File: config.mk
export PLATFORM = sky130hd
export DESIGN_NAME = axi_mbox_ctrl
export DESIGN_NICKNAME = d
export VERILOG_FILES = /design/src/mbox_map_pkg.sv /design/src/mbox_link_pkg.sv /design/src/axi_mbox_ctrl.sv /design/src/mbox_dispatch_fsm.sv /design/src/mbox_regs.sv /design/src/ss_pair_collector.sv /design/src/req_fifo.sv
export SDC_FILE = /design/constraint.sdc
export NUM_CORES = 1
export LEC_CHECK = 0
export BUFFER_PORTS_ARGS = -buffer_cell sky130_fd_sc_hd__buf_2
export CORE_MARGIN = 5
export CORE_UTILIZATION = 45
export CTS_BUF_LIST = sky130_fd_sc_hd__clkbuf_4 sky130_fd_sc_hd__clkbuf_8
export DETAILED_ROUTE_END_ITERATION = 8
export REMOVE_ABC_BUFFERS = 1
export SLEW_MARGIN = 0
export SYNTH_ARGS = -nofsm -noshare
export SYNTH_HDL_FRONTEND = slang
export SYNTH_SLANG_ARGS = --single-unit
export TNS_END_PERCENT = 30
File: constraint.sdc
create_clock -name axi_aclk -period 5.6 [get_ports axi_aclk]
set_clock_uncertainty 0.15 [all_clocks]
set_input_delay 0.84 -clock axi_aclk [delete_from_list [all_inputs] [get_ports axi_aclk]]
set_output_delay 0.84 -clock axi_aclk [all_outputs]
set_load 0.05 [all_outputs]
File: src/mbox_map_pkg.sv
/*
 * mailbox register map
 * address windows, register counts and control field positions
 */
`default_nettype none

package mbox_map_pkg;

	// local AXI-Lite register address, word granular
	typedef logic [14:0] local_addr_t;

	// --------------------------------------------------
	// address windows
	// --------------------------------------------------
	// mailbox words
	localparam local_addr_t mb_low = 15'h2000;
	localparam local_addr_t mb_high = 15'h201F;
	// interrupt enable / status
	localparam local_addr_t aa_low = 15'h2100;
	localparam local_addr_t aa_high = 15'h2107;
	// anything up to here is ours, reads get all ones
	localparam local_addr_t block_high = 15'h2FFF;

	// --------------------------------------------------
	// register counts and fields
	// --------------------------------------------------
	localparam int mb_count = 8;
	// mailbox index taken from the address low bits
	localparam int mb_index_w = 3;
	localparam int aa_index_w = 1;
	// control offsets, only bit 0 is live in each
	localparam logic [aa_index_w-1:0] aa_enable_off = 1'b0;
	localparam logic [aa_index_w-1:0] aa_status_off = 1'b1;

	// read value for holes in the block
	localparam logic [31:0] unsupp_value = 32'hFFFF_FFFF;

endpackage

`default_nettype wire
File: src/mbox_link_pkg.sv
/*
 * mailbox link definitions
 * bus widths, stream tags, queue entry layouts and dispatcher states
 */
`default_nettype none

package mbox_link_pkg;

	// --------------------------------------------------
	// bus widths
	// --------------------------------------------------
	localparam int data_w = 32;
	localparam int strb_w = 4;
	// remote address field inside a pair header
	localparam int remote_addr_w = 28;

	typedef logic [data_w-1:0] word_t;
	typedef logic [strb_w-1:0] strb_t;

	// stream user tag
	typedef logic [1:0] tag_t;
	// two beats, header then data
	localparam tag_t tag_write_pair = 2'b01;

	// --------------------------------------------------
	// queue entries
	// --------------------------------------------------
	// local request, data/strb zero for reads
	typedef struct packed {
		logic rd;
		mbox_map_pkg::local_addr_t addr;
		word_t data;
		strb_t strb;
	} ls_entry_t;

	// one stream beat as received
	typedef struct packed {
		word_t data;
		tag_t tag;
	} ss_beat_t;

	localparam int fifo_depth = 8;

	// dispatcher states
	typedef enum logic [2:0] {st_wait, st_decide, st_move, st_send, st_int} disp_state_t;

endpackage

`default_nettype wire

File: src/axi_mbox_ctrl.sv
/*
 * AXI mailbox controller
 * local and stream request queues feeding one dispatcher and the register file
 */
`timescale 1ns/100ps
`default_nettype none

module axi_mbox_ctrl (
	input  logic axi_aclk,
	input  logic axi_aresetn,
	// local AXI-Lite slave requests
	input  logic bk_ls_wstart,
	input  mbox_map_pkg::local_addr_t bk_ls_waddr,
	input  mbox_link_pkg::word_t bk_ls_wdata,
	input  mbox_link_pkg::strb_t bk_ls_wstrb,
	input  logic bk_ls_rstart,
	input  mbox_map_pkg::local_addr_t bk_ls_raddr,
	output mbox_link_pkg::word_t bk_ls_rdata,
	output logic bk_ls_rdone,
	// stream slave
	input  mbox_link_pkg::word_t bk_ss_data,
	input  mbox_link_pkg::tag_t bk_ss_user,
	input  logic bk_ss_valid,
	output logic bk_ss_ready,
	// stream master
	output logic bk_sm_start,
	output mbox_link_pkg::word_t bk_sm_data,
	output mbox_link_pkg::tag_t bk_sm_user,
	output logic axi_interrupt
);
	import mbox_link_pkg::*;

	ls_entry_t ls_in;
	ls_entry_t ls_head;
	logic ls_push;
	logic ls_full;
	logic ls_pop;
	logic ls_avail;

	ss_beat_t ss_in;
	ss_beat_t ss_head;
	logic ss_push;
	logic ss_full;
	logic ss_pop;
	logic ss_avail;

	logic pair_valid;
	strb_t pair_strb;
	logic [remote_addr_w-1:0] pair_addr;
	word_t pair_data;
	logic pair_take;

	logic mb_we;
	logic [mbox_map_pkg::mb_index_w-1:0] mb_idx;
	logic [mbox_map_pkg::mb_index_w-1:0] mb_re_idx;
	strb_t wr_strb;
	word_t wr_data;
	logic aa_we;
	logic [mbox_map_pkg::aa_index_w-1:0] aa_idx;
	logic aa_re;
	word_t rd_word;
	logic raise_int;
	logic int_enable;

	// --------------------------------------------------
	// request capture
	// --------------------------------------------------
	// write strobe takes the slot when both fire
	always_comb begin
		if (bk_ls_wstart) begin
			ls_in = '{rd: 1'b0, addr: bk_ls_waddr, data: bk_ls_wdata, strb: bk_ls_wstrb};
		end else begin
			ls_in = '{rd: 1'b1, addr: bk_ls_raddr, data: '0, strb: '0};
		end
	end
	assign ls_push = (bk_ls_wstart || bk_ls_rstart) && !ls_full;

	// stream beats, held off while the queue is full
	assign ss_in = '{data: bk_ss_data, tag: bk_ss_user};
	assign bk_ss_ready = !ss_full;
	assign ss_push = bk_ss_valid && bk_ss_ready;

	req_fifo #(.payload_t(ls_entry_t), .depth(fifo_depth)) ls_fifo (
		.axi_aclk(axi_aclk), .axi_aresetn(axi_aresetn),
		.push(ls_push), .push_data(ls_in), .full(ls_full),
		.pop(ls_pop), .pop_data(ls_head), .not_empty(ls_avail)
	);

	req_fifo #(.payload_t(ss_beat_t), .depth(fifo_depth)) ss_fifo (
		.axi_aclk(axi_aclk), .axi_aresetn(axi_aresetn),
		.push(ss_push), .push_data(ss_in), .full(ss_full),
		.pop(ss_pop), .pop_data(ss_head), .not_empty(ss_avail)
	);

	ss_pair_collector u_collector (
		.axi_aclk(axi_aclk), .axi_aresetn(axi_aresetn),
		.beat(ss_head), .beat_avail(ss_avail), .beat_pop(ss_pop),
		.pair_valid(pair_valid), .pair_strb(pair_strb), .pair_addr(pair_addr),
		.pair_data(pair_data), .pair_take(pair_take)
	);

	mbox_regs u_regs (
		.axi_aclk(axi_aclk), .axi_aresetn(axi_aresetn),
		.mb_we(mb_we), .mb_idx(mb_idx), .wr_strb(wr_strb), .wr_data(wr_data),
		.aa_we(aa_we), .aa_idx(aa_idx), .mb_re_idx(mb_re_idx), .aa_re(aa_re),
		.rd_word(rd_word), .raise_int(raise_int), .int_enable(int_enable),
		.axi_interrupt(axi_interrupt)
	);

	mbox_dispatch_fsm u_dispatch (
		.axi_aclk(axi_aclk), .axi_aresetn(axi_aresetn),
		.ls_entry(ls_head), .ls_avail(ls_avail), .ls_pop(ls_pop),
		.pair_valid(pair_valid), .pair_strb(pair_strb), .pair_addr(pair_addr),
		.pair_data(pair_data), .pair_take(pair_take),
		.mb_we(mb_we), .mb_idx(mb_idx), .wr_strb(wr_strb), .wr_data(wr_data),
		.aa_we(aa_we), .aa_idx(aa_idx), .mb_re_idx(mb_re_idx), .aa_re(aa_re),
		.rd_word(rd_word), .raise_int(raise_int), .int_enable(int_enable),
		.bk_ls_rdata(bk_ls_rdata), .bk_ls_rdone(bk_ls_rdone),
		.bk_sm_start(bk_sm_start), .bk_sm_data(bk_sm_data), .bk_sm_user(bk_sm_user)
	);

endmodule

`default_nettype wire

File: src/mbox_dispatch_fsm.sv
/*
 * mailbox dispatcher
 * round-robin service of local requests and remote pairs, one at a time
 */
`timescale 1ns/100ps
`default_nettype none

module mbox_dispatch_fsm (
	input  logic axi_aclk,
	input  logic axi_aresetn,
	// local queue head
	input  mbox_link_pkg::ls_entry_t ls_entry,
	input  logic ls_avail,
	output logic ls_pop,
	// remote pair
	input  logic pair_valid,
	input  mbox_link_pkg::strb_t pair_strb,
	input  logic [mbox_link_pkg::remote_addr_w-1:0] pair_addr,
	input  mbox_link_pkg::word_t pair_data,
	output logic pair_take,
	// register file
	output logic mb_we,
	output logic [mbox_map_pkg::mb_index_w-1:0] mb_idx,
	output mbox_link_pkg::strb_t wr_strb,
	output mbox_link_pkg::word_t wr_data,
	output logic aa_we,
	output logic [mbox_map_pkg::aa_index_w-1:0] aa_idx,
	output logic [mbox_map_pkg::mb_index_w-1:0] mb_re_idx,
	output logic aa_re,
	input  mbox_link_pkg::word_t rd_word,
	output logic raise_int,
	input  logic int_enable,
	// backend outputs
	output mbox_link_pkg::word_t bk_ls_rdata,
	output logic bk_ls_rdone,
	output logic bk_sm_start,
	output mbox_link_pkg::word_t bk_sm_data,
	output mbox_link_pkg::tag_t bk_sm_user
);
	import mbox_map_pkg::*;
	import mbox_link_pkg::*;

	disp_state_t state;
	disp_state_t state_nxt;
	// source in service, 1 for the stream side
	logic cur_ss;
	logic last_ss;
	// mirror header already sent
	logic sent_hdr;
	logic serve_done;

	logic cur_rd;
	logic [remote_addr_w-1:0] cur_addr;
	strb_t cur_strb;
	word_t cur_data;

	logic in_mb;
	logic in_aa;
	logic in_blk;
	logic op_read;
	logic op_unsupp;
	logic op_mb_wr;
	logic op_aa_wr;
	logic op_mirror;
	logic op_remote;

	// --------------------------------------------------
	// request in service
	// --------------------------------------------------
	// both heads stay put until popped
	always_comb begin
		if (cur_ss) begin
			cur_rd = 1'b0;
			cur_addr = pair_addr;
			cur_strb = pair_strb;
			cur_data = pair_data;
		end else begin
			cur_rd = ls_entry.rd;
			cur_addr = remote_addr_w'(ls_entry.addr);
			cur_strb = ls_entry.strb;
			cur_data = ls_entry.data;
		end
	end

	// address decode
	assign in_mb = (cur_addr >= remote_addr_w'(mb_low)) && (cur_addr <= remote_addr_w'(mb_high));
	assign in_aa = (cur_addr >= remote_addr_w'(aa_low)) && (cur_addr <= remote_addr_w'(aa_high));
	assign in_blk = (cur_addr >= remote_addr_w'(mb_low))
		&& (cur_addr <= remote_addr_w'(block_high));

	// reads outside the block fall through with no reply
	assign op_read = !cur_ss && cur_rd && in_blk;
	assign op_unsupp = op_read && !in_mb && !in_aa;
	assign op_mb_wr = !cur_rd && in_mb;
	assign op_aa_wr = !cur_ss && !cur_rd && in_aa;
	assign op_mirror = !cur_ss && op_mb_wr;
	assign op_remote = cur_ss && op_mb_wr;

	// --------------------------------------------------
	// next state
	// --------------------------------------------------
	always_comb begin
		state_nxt = state;
		case (state)
			st_wait: begin
				if (ls_avail || pair_valid) begin
					state_nxt = st_decide;
				end
			end
			st_decide: begin
				if (op_read || op_mb_wr || op_aa_wr) begin
					state_nxt = st_move;
				end else begin
					state_nxt = st_wait;
				end
			end
			st_move: begin
				if (op_read || op_mirror) begin
					state_nxt = st_send;
				end else if (op_remote) begin
					state_nxt = st_int;
				end else begin
					state_nxt = st_wait;
				end
			end
			// mirror stays for header and data beat
			st_send: begin
				if (!(op_mirror && !sent_hdr)) begin
					state_nxt = st_wait;
				end
			end
			st_int: state_nxt = st_wait;
			default: state_nxt = st_wait;
		endcase
	end

	assign serve_done = (state != st_wait) && (state_nxt == st_wait);
	assign ls_pop = serve_done && !cur_ss;
	assign pair_take = serve_done && cur_ss;

	always_ff @(posedge axi_aclk or negedge axi_aresetn) begin
		if (!axi_aresetn) begin
			state <= st_wait;
			cur_ss <= 1'b0;
			// local side first after reset
			last_ss <= 1'b1;
			sent_hdr <= 1'b0;
		end else begin
			state <= state_nxt;
			// round robin, the other side wins a tie
			if (state == st_wait && state_nxt == st_decide) begin
				cur_ss <= pair_valid && (!ls_avail || !last_ss);
			end
			if (serve_done) begin
				last_ss <= cur_ss;
			end
			if (state == st_send && op_mirror) begin
				sent_hdr <= !sent_hdr;
			end
		end
	end

	// read reply held until the next read
	always_ff @(posedge axi_aclk) begin
		if (state == st_move && op_read) begin
			bk_ls_rdata <= op_unsupp ? unsupp_value : rd_word;
		end
	end

	// --------------------------------------------------
	// register strobes and backend beats
	// --------------------------------------------------
	assign mb_we = (state == st_move) && op_mb_wr;
	assign aa_we = (state == st_move) && op_aa_wr;
	assign mb_idx = cur_addr[mb_index_w-1:0];
	assign mb_re_idx = cur_addr[mb_index_w-1:0];
	assign aa_idx = cur_addr[aa_index_w-1:0];
	assign aa_re = in_aa;
	assign wr_strb = cur_strb;
	assign wr_data = cur_data;
	assign raise_int = (state == st_int) && int_enable;

	assign bk_ls_rdone = (state == st_send) && op_read;
	assign bk_sm_start = (state == st_send) && op_mirror;
	// header is strobe over the zero-padded local address
	assign bk_sm_data = sent_hdr ? cur_data : {cur_strb, remote_addr_w'(ls_entry.addr)};
	assign bk_sm_user = bk_sm_start ? tag_write_pair : '0;

endmodule

`default_nettype wire

File: src/mbox_regs.sv
/*
 * mailbox register file
 * eight byte-strobed words, interrupt enable and RW1C status, interrupt pulse
 */
`timescale 1ns/100ps
`default_nettype none

module mbox_regs (
	input  logic axi_aclk,
	input  logic axi_aresetn,
	// write side
	input  logic mb_we,
	input  logic [mbox_map_pkg::mb_index_w-1:0] mb_idx,
	input  mbox_link_pkg::strb_t wr_strb,
	input  mbox_link_pkg::word_t wr_data,
	input  logic aa_we,
	input  logic [mbox_map_pkg::aa_index_w-1:0] aa_idx,
	// read side
	input  logic [mbox_map_pkg::mb_index_w-1:0] mb_re_idx,
	input  logic aa_re,
	output mbox_link_pkg::word_t rd_word,
	// interrupt
	input  logic raise_int,
	output logic int_enable,
	output logic axi_interrupt
);
	import mbox_map_pkg::*;
	import mbox_link_pkg::*;

	word_t mb_mem [mb_count];
	logic int_status;
	logic ctl_wr;
	logic fire;

	// control regs only listen to byte lane 0
	assign ctl_wr = aa_we && wr_strb[0];
	assign fire = raise_int && int_enable;

	// --------------------------------------------------
	// mailbox words
	// --------------------------------------------------
	always_ff @(posedge axi_aclk or negedge axi_aresetn) begin
		if (!axi_aresetn) begin
			for (int i = 0; i < mb_count; i++) begin
				mb_mem[i] <= '0;
			end
		end else if (mb_we) begin
			// byte lanes under strobe
			for (int b = 0; b < strb_w; b++) begin
				if (wr_strb[b]) begin
					mb_mem[mb_idx][8*b +: 8] <= wr_data[8*b +: 8];
				end
			end
		end
	end

	// --------------------------------------------------
	// enable, status, interrupt pulse
	// --------------------------------------------------
	always_ff @(posedge axi_aclk or negedge axi_aresetn) begin
		if (!axi_aresetn) begin
			int_enable <= 1'b0;
			int_status <= 1'b0;
			axi_interrupt <= 1'b0;
		end else begin
			// single cycle, raise_int is a strobe
			axi_interrupt <= fire;
			if (ctl_wr && aa_idx == aa_enable_off) begin
				int_enable <= wr_data[0];
			end
			// set wins over clear
			if (fire) begin
				int_status <= 1'b1;
			end else if (ctl_wr && aa_idx == aa_status_off && wr_data[0]) begin
				int_status <= 1'b0;
			end
		end
	end

	// read mux, upper control bits are zero
	always_comb begin
		rd_word = '0;
		if (aa_re) begin
			rd_word[0] = (aa_idx == aa_enable_off) ? int_enable : int_status;
		end else begin
			rd_word = mb_mem[mb_re_idx];
		end
	end

endmodule

`default_nettype wire

File: src/ss_pair_collector.sv
/*
 * stream pair collector
 * joins header and data beats tagged write pair into one remote write
 */
`timescale 1ns/100ps
`default_nettype none

module ss_pair_collector (
	input  logic axi_aclk,
	input  logic axi_aresetn,
	input  mbox_link_pkg::ss_beat_t beat,
	input  logic beat_avail,
	output logic beat_pop,
	output logic pair_valid,
	output mbox_link_pkg::strb_t pair_strb,
	output logic [mbox_link_pkg::remote_addr_w-1:0] pair_addr,
	output mbox_link_pkg::word_t pair_data,
	input  logic pair_take
);
	import mbox_link_pkg::*;

	// header beat already held
	logic have_hdr;
	logic is_pair_beat;

	assign is_pair_beat = (beat.tag == tag_write_pair);
	// stall the queue while a finished pair waits
	assign beat_pop = beat_avail && !pair_valid;

	always_ff @(posedge axi_aclk or negedge axi_aresetn) begin
		if (!axi_aresetn) begin
			have_hdr <= 1'b0;
			pair_valid <= 1'b0;
		end else begin
			if (pair_take) begin
				pair_valid <= 1'b0;
			end
			// other tags just fall out of the queue
			if (beat_pop && is_pair_beat) begin
				if (!have_hdr) begin
					have_hdr <= 1'b1;
				end else begin
					have_hdr <= 1'b0;
					pair_valid <= 1'b1;
				end
			end
		end
	end

	// header is strb in the top nibble, address below
	always_ff @(posedge axi_aclk) begin
		if (beat_pop && is_pair_beat) begin
			if (!have_hdr) begin
				pair_strb <= beat.data[data_w-1 -: strb_w];
				pair_addr <= beat.data[remote_addr_w-1:0];
			end else begin
				pair_data <= beat.data;
			end
		end
	end

endmodule

`default_nettype wire

File: src/req_fifo.sv
/*
 * request queue
 * small synchronous FIFO, payload type set per instance
 */
`timescale 1ns/100ps
`default_nettype none

module req_fifo #(
	parameter type payload_t = logic,
	parameter int depth = 8
) (
	input  logic axi_aclk,
	input  logic axi_aresetn,
	input  logic push,
	input  payload_t push_data,
	output logic full,
	input  logic pop,
	output payload_t pop_data,
	output logic not_empty
);

	localparam int ptr_w = (depth > 1) ? $clog2(depth) : 1;
	localparam int cnt_w = $clog2(depth + 1);

	payload_t mem [depth];
	logic [ptr_w-1:0] wr_ptr;
	logic [ptr_w-1:0] rd_ptr;
	logic [cnt_w-1:0] count;
	logic do_push;
	logic do_pop;

	// push dropped when full, pop ignored when empty
	assign do_push = push && !full;
	assign do_pop = pop && not_empty;

	assign full = (count == cnt_w'(depth));
	assign not_empty = (count != '0);
	// head is always presented
	assign pop_data = mem[rd_ptr];

	// storage
	always_ff @(posedge axi_aclk) begin
		if (do_push) begin
			mem[wr_ptr] <= push_data;
		end
	end

	// pointers and fill level
	always_ff @(posedge axi_aclk or negedge axi_aresetn) begin
		if (!axi_aresetn) begin
			wr_ptr <= '0;
			rd_ptr <= '0;
			count <= '0;
		end else begin
			if (do_push) begin
				wr_ptr <= (wr_ptr == ptr_w'(depth - 1)) ? '0 : wr_ptr + 1'b1;
			end
			if (do_pop) begin
				rd_ptr <= (rd_ptr == ptr_w'(depth - 1)) ? '0 : rd_ptr + 1'b1;
			end
			// simultaneous push and pop keeps the level
			if (do_push && !do_pop) begin
				count <= count + 1'b1;
			end else if (do_pop && !do_push) begin
				count <= count - 1'b1;
			end
		end
	end

endmodule

`default_nettype wire

==> flow_results.org, run 1 <==
** CTS
- Counting every sink on the clock net gives 1071.
- Deepest level of the CTS H-tree :: 4
- Source-to-sink clock delay at the later pin of the worst-skew pair :: 0.85 ns
- Clock transition at the registers of the reported paths :: 0.06 ns
- CTS tree :: built
- The tree is rooted in a clkbuf_8.
- CTS buffer count :: 176
- Maximum count of clock buffers along a single path :: 3

** Synthesis
- Synth top area cells :: edfxtp_1 54%, dfrtp_1 16%, mux4_2 8.3%, mux2_2 7.9%, nor2_8 1.5%
- Yosys instantiated no cell more often than edfxtp_1.
- Of all cell types, the one taking the most synthesized area is edfxtp_1.
- Sorting the synthesized cells by how often they occur yields 784 x edfxtp_1, 304 x mux2_2, 286 x dfrtp_1.
- In the synthesized netlist the async set-or-reset flop fraction comes to 26.8%.
- Synthesis-stage register bit count :: 1071
- Count of flip-flops with a built-in enable after synthesis :: 784
- Synth top area share :: 54.1%
- In the synthesized netlist the dominant register cell turns out to be edfxtp_1.
- Distinct cell type count of the synthesized netlist :: 69
- Share of synthesized area occupied by flip-flops and latches :: 70.6%
- After technology mapping, the gate count stands at 2387.
- Yosys warns :: 0
- The mapped netlist covers 43500 um2.
- Mapped Avg Cell Area :: 18.2 um2

** Drt
- In the final routed layout, each cell accounts on average for 26.5 um.
- Routed met3 length :: 7120 um
- Post-detailed-route count of antenna-violating nets :: 0
- Detailed Route WL :: 109000 um
- For this block, the via count after detailed routing is 23.4k.
- The first detailed-routing pass ran for 6 iterations.
- Drc violations :: 0
- The routed design uses 53100 um of met2 wire.
- Dividing the detail-routed via count by the number of cells gives 5.67.
- The detailed router used layers up to and including met5.
- The first routing iteration left 1938 violations.
- M1 WL :: 46100 um

** STA
- The max-slew violation count is 0.
- Fin crit period :: 5.33 ns
- Worst Max-Slew Pin Slew :: 1.07 ns
- For this run, the top clock speed supported by timing is 188 MHz.
- Across all hold checks on the routed design, the worst slack comes to 0.108 ns.
- In this run the tightest slew margin relative to its limit is 28.2%.
- Hold Fails Final Rpt :: 0
- Setup repair after global routing left no endpoint under its margin.
- The final critical path takes up 95.2% of the cycle.
- Setup violations remaining at the end of the flow were counted as 0.

** Worst setup path
- Critical path endpoint category :: output port
- Largest driver fanout on the critical path :: 50
- At the worst endpoint, the required time is 4.61 ns.
- Tracing the worst setup path back leads to its startpoint at ls_fifo.rd_ptr[1].
- Nature of the critical path startpoint :: register
- Origin of the critical flop-to-flop path :: ls_fifo.rd_ptr[2]
- The most critical setup path has its endpoint at bk_sm_data[7].
- Setup slack of the worst register-to-register path :: 0.66 ns
- Data on the critical path arrives at its endpoint at 4.34 ns.
- The worst setup path is of the reg -> out kind.
- The worst register-to-register path ends at ls_fifo.count[3].
- Counting cells, the worst reg-to-reg path comes to 17.

** Power
- Comb pwr share :: 37.0%
- Of the total power, the clock network draws 24.8%.
- Net switching is 37.6% of the power.
- Pwr/cell area :: 559 nW/um2
- The analysis attributes to cell leakage a power of 19.4 nW.
- Internal power comes to 17.4 mW.
- Across the VDD grid, the largest voltage drop is 0.424 mV.
- In this run, flip-flops and latches consume 38.2% of the power.
- Summed over all nets, the switching power comes to 10.5 mW.

** Global route
- Antenna violations before repair :: 16
- The via count of the first global-routing pass is 24.7k.
- Largest net degree at the start of global routing :: 118
- Across every metal layer, demand over resource in global routing totals 21.2%.
- The first global-routing pass estimated 163000 um of wire.
- Summed over all layers, the global routing overflow is 0.

** Cells and area
- Synthesis-to-layout area growth :: 14.6%
- After filler insertion, the fill cell instance count of the layout stands at 7931.
- Proportion of layout cells with a drive suffix above 1 :: 38.0%
- Once layout is done, the placed cells without fillers occupy 49900 um2.
- Post-layout net count :: 2820

** Placed design
- At the end of routability-driven placement, the weighted congestion stood at 0.852.
- Placed Area :: 46200 um2
- Post-DP HPWL :: 67100 um
- Input and output buffers added on the ports amount to 173.

** Status
- Outcome :: finished, final reports clean

** Floorplan
- Die Footprint :: 103000 um2
- Core Region :: 96400 um2
- In this run the horizontal extent of the chip is 321 um.
- Standard-cell row count :: 114
- Top-level I/O count :: 175
- Die outline height :: 321 um
- Once the floorplan was initialized, standard cells occupied 45.2% of the core.

** Worst hold path
- Worst hold path type :: in -> reg
- Hold path startpoint :: bk_ss_data[8]

** Flow run
- Maximum capacitance violations :: 0
## critical path, cell delays in order, from the launching register on
cell and delay (ns):
dfrtp_4 0.65, buf_4 0.69, mux4_2 0.34, mux2i_1 0.09, o21ai_1 0.84, nand2_1 0.26
o21ai_0 0.23, buf_2 0.34
## per-layer routing
metal / vias up / track usage, %
li1: 10200 / -
met1: 12300 / 29.0
met2: 729 / 34.7
met3: 175 / 4.47
met4: 4 / 6.35
met5: - / 0
## worst min path at each step
stage / to / slack (ns) / cells after the start
floorplan: u_regs.mb_mem[136] / 0.30 / 1
global placement: u_regs.mb_mem[136] / 0.31 / 1
detailed placement: u_regs.mb_mem[192] / 0.32 / 1
CTS: ss_fifo.mem[1][17] / 0.01 / 1
global route: ss_fifo.mem[1][17] / 0.05 / 1
finish: ss_fifo.mem[4][10] / 0.11 / 1
## state kept, by name, summed over array words and instances, names as in the netlist, 3 cells and up
name                    flops
u_dispatch.state            3
ss_fifo.wr_ptr              3
u_collector.pair_data      32
ss_fifo.rd_ptr              3
u_collector.pair_addr      28
ls_fifo.rd_ptr              3
u_regs.mb_mem             256
u_dispatch.bk_ls_rdata     32
u_collector.pair_strb       4
ls_fifo.count               4
ss_fifo.count               4
ls_fifo.mem               416
ss_fifo.mem               272
ls_fifo.wr_ptr              3
## layout make-up
| type | count | area, um2 | share of cell area (%) |
|---|---|---|---|
| timing repair buffer | 246 | 1460 | 2.93 |
| antenna | 9 | 22.5 | 0.0451 |
| clock buffer | 252 | 3080 | 6.17 |
| multi-input combinational | 1190 | 12400 | 24.9 |
| sequential | 1071 | 30700 | 61.6 |
| tap | 1276 | 1600 | 3.20 |
| inverter | 14 | 52.6 | 0.105 |
| clock inverter | 68 | 520 | 1.04 |
## kinds of logic (layout without fill, tap and decap cells)
group | count (synthesis) | in the layout | synth area share, %
flip-flops | 1071 | 1071 | 70.6
multiplexers | 560 | 560 | 18.5
AND/OR/NAND/NOR | 345 | 345 | 4.96
AO/OA/AOI/OAI | 258 | 258 | 4.00
buffers and inverters | 126 | 580 | 1.29
adder cells (fa/ha/maj) | 16 | 16 | 0.494
XOR/XNOR | 10 | 10 | 0.201
other | 1 | 10 | 0.00861
## power groups by stage
| stage | sequential (mW) | combinational, mW | clock, mW |
|---|---|---|---|
| 6_report | 10.7 | 10.3 | 6.91 |
| 5_1_grt | 10.8 | 10.9 | 7.45 |
| 4_1_cts | 10.7 | 10.3 | 7.08 |
| 3_5_place_dp | 10.8 | 10.3 | 0 |
| 3_3_place_gp | 10.8 | 10.2 | 0 |
| 2_1_floorplan | 11.1 | 6.03 | 0 |
## through the flow
stage | setup WS [ns] | instances | power (mW) | util, % | TNS, ns
2_1_floorplan | -2.43 | 2275 | 17.2 | - | -773.40
3_3_place_gp | 0.524 | 3795 | 21.0 | 47.9 | 0
3_5_place_dp | 0.407 | 3795 | 21.1 | 47.9 | 0
4_1_cts | 0.0144 | 4116 | 28.1 | 51.7 | 0
5_1_grt | 0.0317 | 4118 | 29.1 | 51.7 | 0
6_report | 0.269 | 4126 | 27.9 | 51.7 | 0
## placed cells by master, fill, tap and decap left out, drive strengths merged, types with 12 or more instances in the layout
master / Yosys / routed
a31oi: 26 / 26
and2: 53 / 53
buf: 49 / 245
clkbuf: 63 / 252
clkinv: 0 / 53
dfrtp: 286 / 286
edfxtp: 784 / 784
ha: 14 / 14
inv: 14 / 25
mux2: 338 / 338
mux2i: 61 / 61
mux4: 161 / 161
nand2: 140 / 140
nand2b: 12 / 12
nand3: 15 / 15
nor2: 75 / 75
nor3: 17 / 17
o21ai: 75 / 75
o221ai: 23 / 23
o22a: 14 / 14
o22ai: 42 / 42
o41ai: 16 / 16
## what timing repair did
item                                    in CTS  in global routing
hold endpoints to repair                   111                  0
pin swaps                                    0                  0
hold buffers                                 1                  0
endpoints found under the setup margin      17                  4
gates resized for setup                      4                  0
setup buffers                                0                  1
No activity file was read; power rests on OpenSTA's default activity.
==> run 2: changes to the inputs <==
Settings changed: SLEW_MARGIN 0 to 10, SYNTH_HIERARCHICAL set to 1.
==> flow_results.org, run 2 <==
** Cells and area
- Largest registers :: ls_fifo/mem: 416 flops, ss_fifo/mem: 272 flops, u_regs/mb_mem: 256 flops
- The register with the most flip-flops in the layout has 416 of them.
- Proportion of layout cells with a drive suffix above 1 :: 43.3%
- Post-layout net count :: 2674
- Highest-count cells in the layout ignoring fill and taps :: 784 x edfxtp_1, 344 x mux2_2, 279 x dfrtp_1
- Leaving out fill and tap cells, the most frequent cell in the layout is edfxtp_1.
- Excluding fillers, the count of instances in the completed layout stands at 3992.
- Ranked by flip-flop count, first place goes to ls_fifo/mem.
- Relative to the synthesized area, the layout overhead comes to 13.7%.
- Once layout is done, the placed cells without fillers occupy 50700 um2.

** Status
- The run finished with clean final reports.

** Drt
- Detailed Route WL :: 106000 um
- Via Count :: 22.2k
- Once detail routing completed, the nets flagged for antenna violations numbered 0.
- Vias per std cell :: 5.57
- TritonRoute pass-1 iters :: 5
- In the final routed layout, each cell accounts on average for 26.6 um.
- In this run, the number of DRC markers left after iteration 0 of detailed routing was 1451.
- In the routed design, unresolved DRC markers number 0.

** Worst setup path
- Nature of the critical path startpoint :: register
- At the worst endpoint, the required time is 4.61 ns.
- Cell family contributing the most delay on the critical path :: buffers and inverters
- Buffers & Inverters on Critical Path :: 5
- Counting stages on the worst path, the most repeated cell is buf_4.
- Worst path slowest cell :: mux4_1
- CP Cell Sequence :: buf_12 > mux4_1 > mux2_4 > nor4_4 > buf_4 > mux2i_1 > o21bai_1 > buf_4 > nand2_1 > nor2_1 > buf_4 > buf_2
- STA classifies the critical path endpoint as an output port.
- Along the worst path, the maximum fanout reaches 31.
- For the worst setup path, the data arrival time is 4.33 ns.
- Largest stage delay, worst path :: 0.58 ns
- Crit path kind :: reg -> out

** Flow run
- Maximum capacitance violations :: 0

** Synthesis
- Yosys warns :: 6
- Counting flops with a built-in enable in the synthesized netlist gives 784.
- Summing every instance area after synthesis gives 44600 um2.
- Among all flip-flop cells after synthesis, the most frequent one is edfxtp_1.
- Averaged over all synthesized cells, the footprint is 20.0 um2.
- Share of synthesized area occupied by flip-flops and latches :: 68.9%
- Post-Syn Instances :: 2231
- Distinct cell type count of the synthesized netlist :: 64
- In this run, synthesis produced a sequential element count of 1071.
- Synth top area cells :: edfxtp_1 53%, dfrtp_1 16%, mux2_2 8.7%, mux4_2 7.9%, mux4_1 4.7%
- By count the netlist is led by 784 x edfxtp_1, 346 x mux2_2, 286 x dfrtp_1.
- Fraction of synthesis flops using an asynchronous set or reset pin :: 26.8%
- The synthesized design spends more area on one cell type than any other, namely edfxtp_1.
- Synth top area share :: 52.8%
- Most common cell in the netlist :: edfxtp_1

** Power
- Power spread over the standard cell area amounts to 520 nW/um2.
- Leakage dissipation :: 19.4 nW
- IR Drop Worst-Case VDD :: 0.342 mV

** Floorplan
- Die outline height :: 325 um
- The die is 325 um wide.
- Initial Util :: 45.3%
- Row generation in the floorplan step produced 115 rows.
- Top-level I/O count :: 175
- After floorplanning, the core was sized to cover 98400 um2.
- Die Footprint :: 106000 um2

** STA
- Maximum achievable frequency :: 188 MHz
- Worst Setup Slack, final :: 0.276 ns
- The worst pin sits at a relative slew slack of 24.2%.
- The final critical path takes up 95.1% of the cycle.
- Setup repair after global routing left no endpoint under its margin.
- Hold Fails Final Rpt :: 0
- Worst Max-Slew Pin Slew :: 1.13 ns
- Final setup violation count :: 0
- The routed design could run at a clock period as short as 5.32 ns.
- In the final timing run, aggregate negative setup slack is 0 ns.
- The max-slew violation count came to 0.

** Worst hold path
- Worst hold path type :: in -> reg

** CTS
- The H-tree was split into 4 levels.
- The clock reaches the later pin of the worst-skew pair after 0.85 ns.
- CTS tree :: built
- Clock tree synthesis found a total of 1071 sinks.
- The tree is rooted in a clkbuf_8.
- Clock transition at the registers of the reported paths :: 0.06 ns
- Counting along the longest clock path gives a buffer depth of 3.
- CTS buffer count :: 175

** Placed design
- OpenSTA, run right after detailed placement, puts the worst setup slack at 0.360 ns.
- At the end of routability-driven placement, the weighted congestion stood at 0.812.
- Once placement completed, the tool counted placed cells totaling 3662.
- The HPWL after detailed placement is 67500 um.
- # port buffers :: 173
- Placed Area :: 47200 um2

** Global route
- In the global route stage, overall resource usage came out at 20.1%.
- Vias in the first global route :: 23.9k
- Largest net degree at the start of global routing :: 124
- Antenna violations before repair :: 10
- The first global-routing pass estimated 159000 um of wire.
- The total overflow left after global routing is 0.
==> run 2: cell type report <==
cell class,count,area [um2]
inverter,10,37.5
fill,7955,47700
clock buffer,255,3080
clock inverter,64,369
timing repair buffer,258,1570
antenna,10,25.0
tap,1287,1610
sequential,1071,30700
multi-input combinational,1037,13300
==> run 2: path summary, 6_finish.rpt <==
| path | end | slack, ns | startpoint | depth (start not counted) |
|---|---|---|---|---|
| max in group asynchronous | ss_fifo/rd_ptr[0] | 3.70 | axi_aresetn | 3 |
| worst max register to register | ls_fifo/count[3] | 0.48 | ls_fifo/rd_ptr[0] | 16 |
| worst min register to register | u_regs/int_status | 0.34 | u_regs/int_status | 1 |
| min in group asynchronous | u_regs/mb_mem[106] | 0.41 | axi_aresetn | 2 |
| worst max-delay path | bk_sm_user[0] | 0.28 | ls_fifo/rd_ptr[0] | 12 |
| worst min-delay path | ss_fifo/mem[1][13] | 0.12 | bk_ss_data[11] | 1 |
==> run 2: repair_timing <==
item / in CTS / in global routing
hold buffers: 1 / 0
endpoints found under the setup margin: 1 / 2
resized for setup: 1 / 1
hold endpoints to repair: 72 / 0
buffers inserted: 0 / 0
==> run 2: worst reg2reg max path: cells and delay by family (launching register included) <==
family          cells  cell delay [ns]
compound gates      5             0.87
fa+ha+maj           2             0.64
buf+inv             3             0.63
flops               1             0.56
mux                 3             0.99
simple gates        3             1.14
==> run 2: cell families (layout without fill, tap and decap cells) <==
kind of cell,Yosys count,after routing,share of synthesized area [%]
other,1,11,0.00841
flip-flops,1071,1071,68.9
multiplexers,704,704,24.7
adder cells (fa/ha/maj),16,16,0.482
XOR/XNOR,6,6,0.118
AO/OA/AOI/OAI,39,39,0.654
buffers and inverters,123,587,1.67
AND/OR/NAND/NOR,271,271,3.50
==> run 2: power by group <==
| group | leakage (nW) | total [mW] | switching, mW | internal [mW] |
|---|---|---|---|---|
| clock | 1.85 | 6.61 | 3.06 | 3.56 |
| sequential | 11.1 | 10.6 | 0.565 | 10.0 |
| combinational | 6.43 | 9.16 | 5.64 | 3.52 |
==> run 2: through the flow <==
step / hold WS [ns] / power (mW) / util (%)
floorplan: 0.294 / 16.8 / -
finish: 0.117 / 26.4 / 51.5
global placement: 0.304 / 19.9 / 48.0
global route: 0.0732 / 27.6 / 51.5
detailed placement: 0.335 / 20.0 / 48.0
CTS: 0.0197 / 26.7 / 51.5
==> run 2: per-layer routing <==
layer / global-route usage [%] / up-vias / wire length [um]
li1: - / 9664 / -
met1: 27.6 / 11900 / 46500
met2: 33.4 / 507 / 52800
met3: 3.77 / 147 / 4680
met4: 5.65 / 2 / 2180
met5: 0 / - / 13
==> run 3: changes to the inputs <==
Settings changed: REMOVE_ABC_BUFFERS 1 to unset.
==> flow_results.org, run 3 (synthesis results as in run 2) <==
** Status
- The flow ran to the end, and the final reports show no timing, DRC or antenna violations.

** CTS
- The clock net in this run drives a total of 1071 sinks.
- Clock transition at the registers of the reported paths :: 0.06 ns
- In this run the clock root is driven by a clkbuf_8.
- In this run the number of H-tree levels came out at 4.
- Source-to-sink clock delay at the later pin of the worst-skew pair :: 0.81 ns
- TritonCTS built the clock tree.
- Maximum count of clock buffers along a single path :: 3
- In this run, CTS created clock tree buffers numbering 175.

** Power
- Comb pwr share :: 34.6%
- Of the total power, the clock network draws 25.0%.
- Switching fraction of total power :: 34.9%
- The share of total power dissipated in sequential elements is 40.4%.
- Pwr/cell area :: 522 nW/um2
- IR Drop Worst-Case VDD :: 0.337 mV
- In this run the static leakage power is 19.2 nW.
- Reported net switching power :: 9.19 mW
- Internal :: 17.1 mW

** STA
- Setup repair after global routing left no endpoint under its margin.
- The clock period could shrink to 5.30 ns.
- Final max-slew violation count :: 0
- Derived from the worst setup path, the maximum achievable clock frequency is 189 MHz.
- At the pin with the least slew margin, the transition time is 1.16 ns.
- Hold Fails Final Rpt :: 0
- Hold timing on the final database bottoms out at a slack of 0.157 ns.
- The final critical path takes up 94.6% of the cycle.
- Normalized max-slew margin :: 22.6%
- Setup violations remaining at the end of the flow were counted as 0.

** Cells and area
- Most common cell after layout, fill and taps aside :: edfxtp_1
- Register containing the most flip-flops in the final layout :: ls_fifo/mem
- For this run, the post-layout net count is 2637.
- Proportion of layout cells with a drive suffix above 1 :: 42.3%
- Relative to the synthesized area, the layout overhead comes to 12.9%.
- Highest-count cells in the layout ignoring fill and taps :: 784 x edfxtp_1, 344 x mux2_2, 280 x dfrtp_1
- Fill cells in the final layout number 7884.
- The register with the most flip-flops in the layout has 416 of them.
- In the final layout, the registers with the most flip-flops are ls_fifo/mem: 416 flops, ss_fifo/mem: 272 flops, u_regs/mb_mem: 256 flops.
- After the flow finishes, the layout carries non-filler instances totaling 3943.

** Worst setup path
- Setup slack of the worst register-to-register path :: 0.75 ns
- By startpoint and endpoint, the worst setup path is classified as reg -> out.
- In this run the worst path has a maximum fanout of 38.
- Nature of the critical path startpoint :: register
- Walking the worst path, the cells encountered are buf_12 > buf_6 > mux4_1 > mux2_4 > mux2_1 > mux2_2 > buf_2.
- Worst path slowest cell :: mux4_1
- Critical path endpoint category :: output port
- Crit path DAT :: 4.31 ns
- Data required time of the critical path :: 4.61 ns
- In this design, the stage delay of the slowest critical-path cell is 0.63 ns.

** Global route
- Global-route met2 utilization :: 32.9%
- For this run, global-route usage on met1 was measured as 25.5%.
- Met3 capacity usage during global routing :: 4.98%
- The first global-routing pass estimated 154000 um of wire.
- GR Overflow Total :: 0
- Antenna violations before repair :: 15
- Busiest metal layer after global routing :: met2
- Entering global routing, the biggest net connects 102 pins.
- Across every metal layer, demand over resource in global routing totals 19.6%.
- The via count of the first global-routing pass is 23.9k.

** Drt
- Via Count :: 22.0k
- Routed length per placed instance :: 26.3 um
- Before antenna repair, the detailed router went through 5 iterations.
- Iter 0 DRT Violations :: 1690
- The final layout contains routed wiring with a total length of 104000 um.
- Drc violations :: 0
- After detailed routing, the number of vias per cell comes to 5.57.
- The count of nets left with antenna violations once routing finished came out at 0.

** Floorplan
- 175 I/O pins were placed.
- Initial Util :: 45.3%
- After floorplanning, the core was sized to cover 98400 um2.
- In this run the core area contains 115 standard-cell rows.
- Die outline height :: 325 um
- The die is 325 um wide.
- The die covers 106000 um2.

** Flow run
- Max-cap violations in this run came to 0.

** Synthesis
- Post-synthesis net count :: 2352

** Placed design
- In this run, placement finished with an instance count of 3625.
- The wire-length estimate of the detail-placed layout is 62900 um.
- Placer's final routability congestion estimate :: 0.788
- # port buffers :: 173

** Worst hold path
- Worst hold path type :: in -> reg
-- run 3: cell types whose count changed in the layout (fill, tap and decap cells not counted), sizes merged --
cell | before | now
buf | 257 | 220
bufinv | 0 | 3
clkbuf | 255 | 248
clkinv | 50 | 41
clkinvlp | 3 | 6
diode | 10 | 13
inv | 21 | 16
-- run 3: per-stage QoR --
stage	instance area (um2)	TNS (ns)	setup WS (ns)	total power, mW	utilization (%)
final	50400	0	0.305	26.3	51.2
after global routing	50300	0	0.0621	27.5	51.1
after CTS	50300	0	0.186	26.6	51.1
after detailed placement	46900	0	0.779	20.0	47.7
after global placement	46900	0	0.821	19.8	47.7
after floorplan	44600	-4.25	-0.0273	16.9	-
-- run 3: path summary, 6_finish.rpt --
kind | start | endpoint | cells after the start
hold / removal | bk_ss_data[29] | ss_fifo/mem[7][31] | 1
hold reg to reg | u_regs/int_status | u_regs/int_status | 1
max in group asynchronous | axi_aresetn | u_regs/mb_mem[228] | 3
setup reg to reg | ls_fifo/rd_ptr[0] | ls_fifo/count[3] | 14
setup / recovery | ls_fifo/rd_ptr[0] | bk_sm_data[9] | 7
min in group asynchronous | axi_aresetn | ls_fifo/wr_ptr[1] | 2
-- run 3: critical path, delay by kind of cell (launching register included) --
kind / cells / cell delay (ns)
multiplexers: 4 / 1.87
buffers and inverters: 3 / 0.97
flip-flops: 1 / 0.60
-- run 3: layout make-up --
| type | count | area (um2) | share of cell area [%] |
|---|---|---|---|
| repair buffers | 221 | 1290 | 2.57 |
| multi-input cells | 1037 | 13300 | 26.3 |
| inverters | 10 | 37.5 | 0.0745 |
| clock buffers | 248 | 3020 | 5.99 |
| clock inverters | 56 | 368 | 0.730 |
| well taps | 1287 | 1610 | 3.20 |
| diodes | 13 | 32.5 | 0.0646 |
| flip-flops and latches | 1071 | 30700 | 61.0 |
-- run 3: layer usage --
| metal | part of all wire [%] | up-vias |
|---|---|---|
| li1 | - | 9553 |
| met1 | 42 | 11700 |
| met2 | 50 | 523 |
| met3 | 5.6 | 161 |
| met4 | 2.4 | 10 |
| met5 | 0.066 | - |
-- run 3: power by group through the flow --
stage | combinational [mW] | sequential (mW) | clock (mW)
global placement | 9.07 | 10.7 | 0
floorplan | 6.44 | 10.5 | 0
CTS | 9.22 | 10.6 | 6.78
finish | 9.10 | 10.6 | 6.57
global route | 9.60 | 10.7 | 7.16
detailed placement | 9.18 | 10.8 | 0
-- run 3: repair_timing --
action / in CTS / in global routing
hold buffers: 1 / 0
resized for setup: 1 / 0
buffers inserted: 0 / 0
endpoints found under the hold margin: 81 / 0
endpoints found under the setup margin: 1 / 0
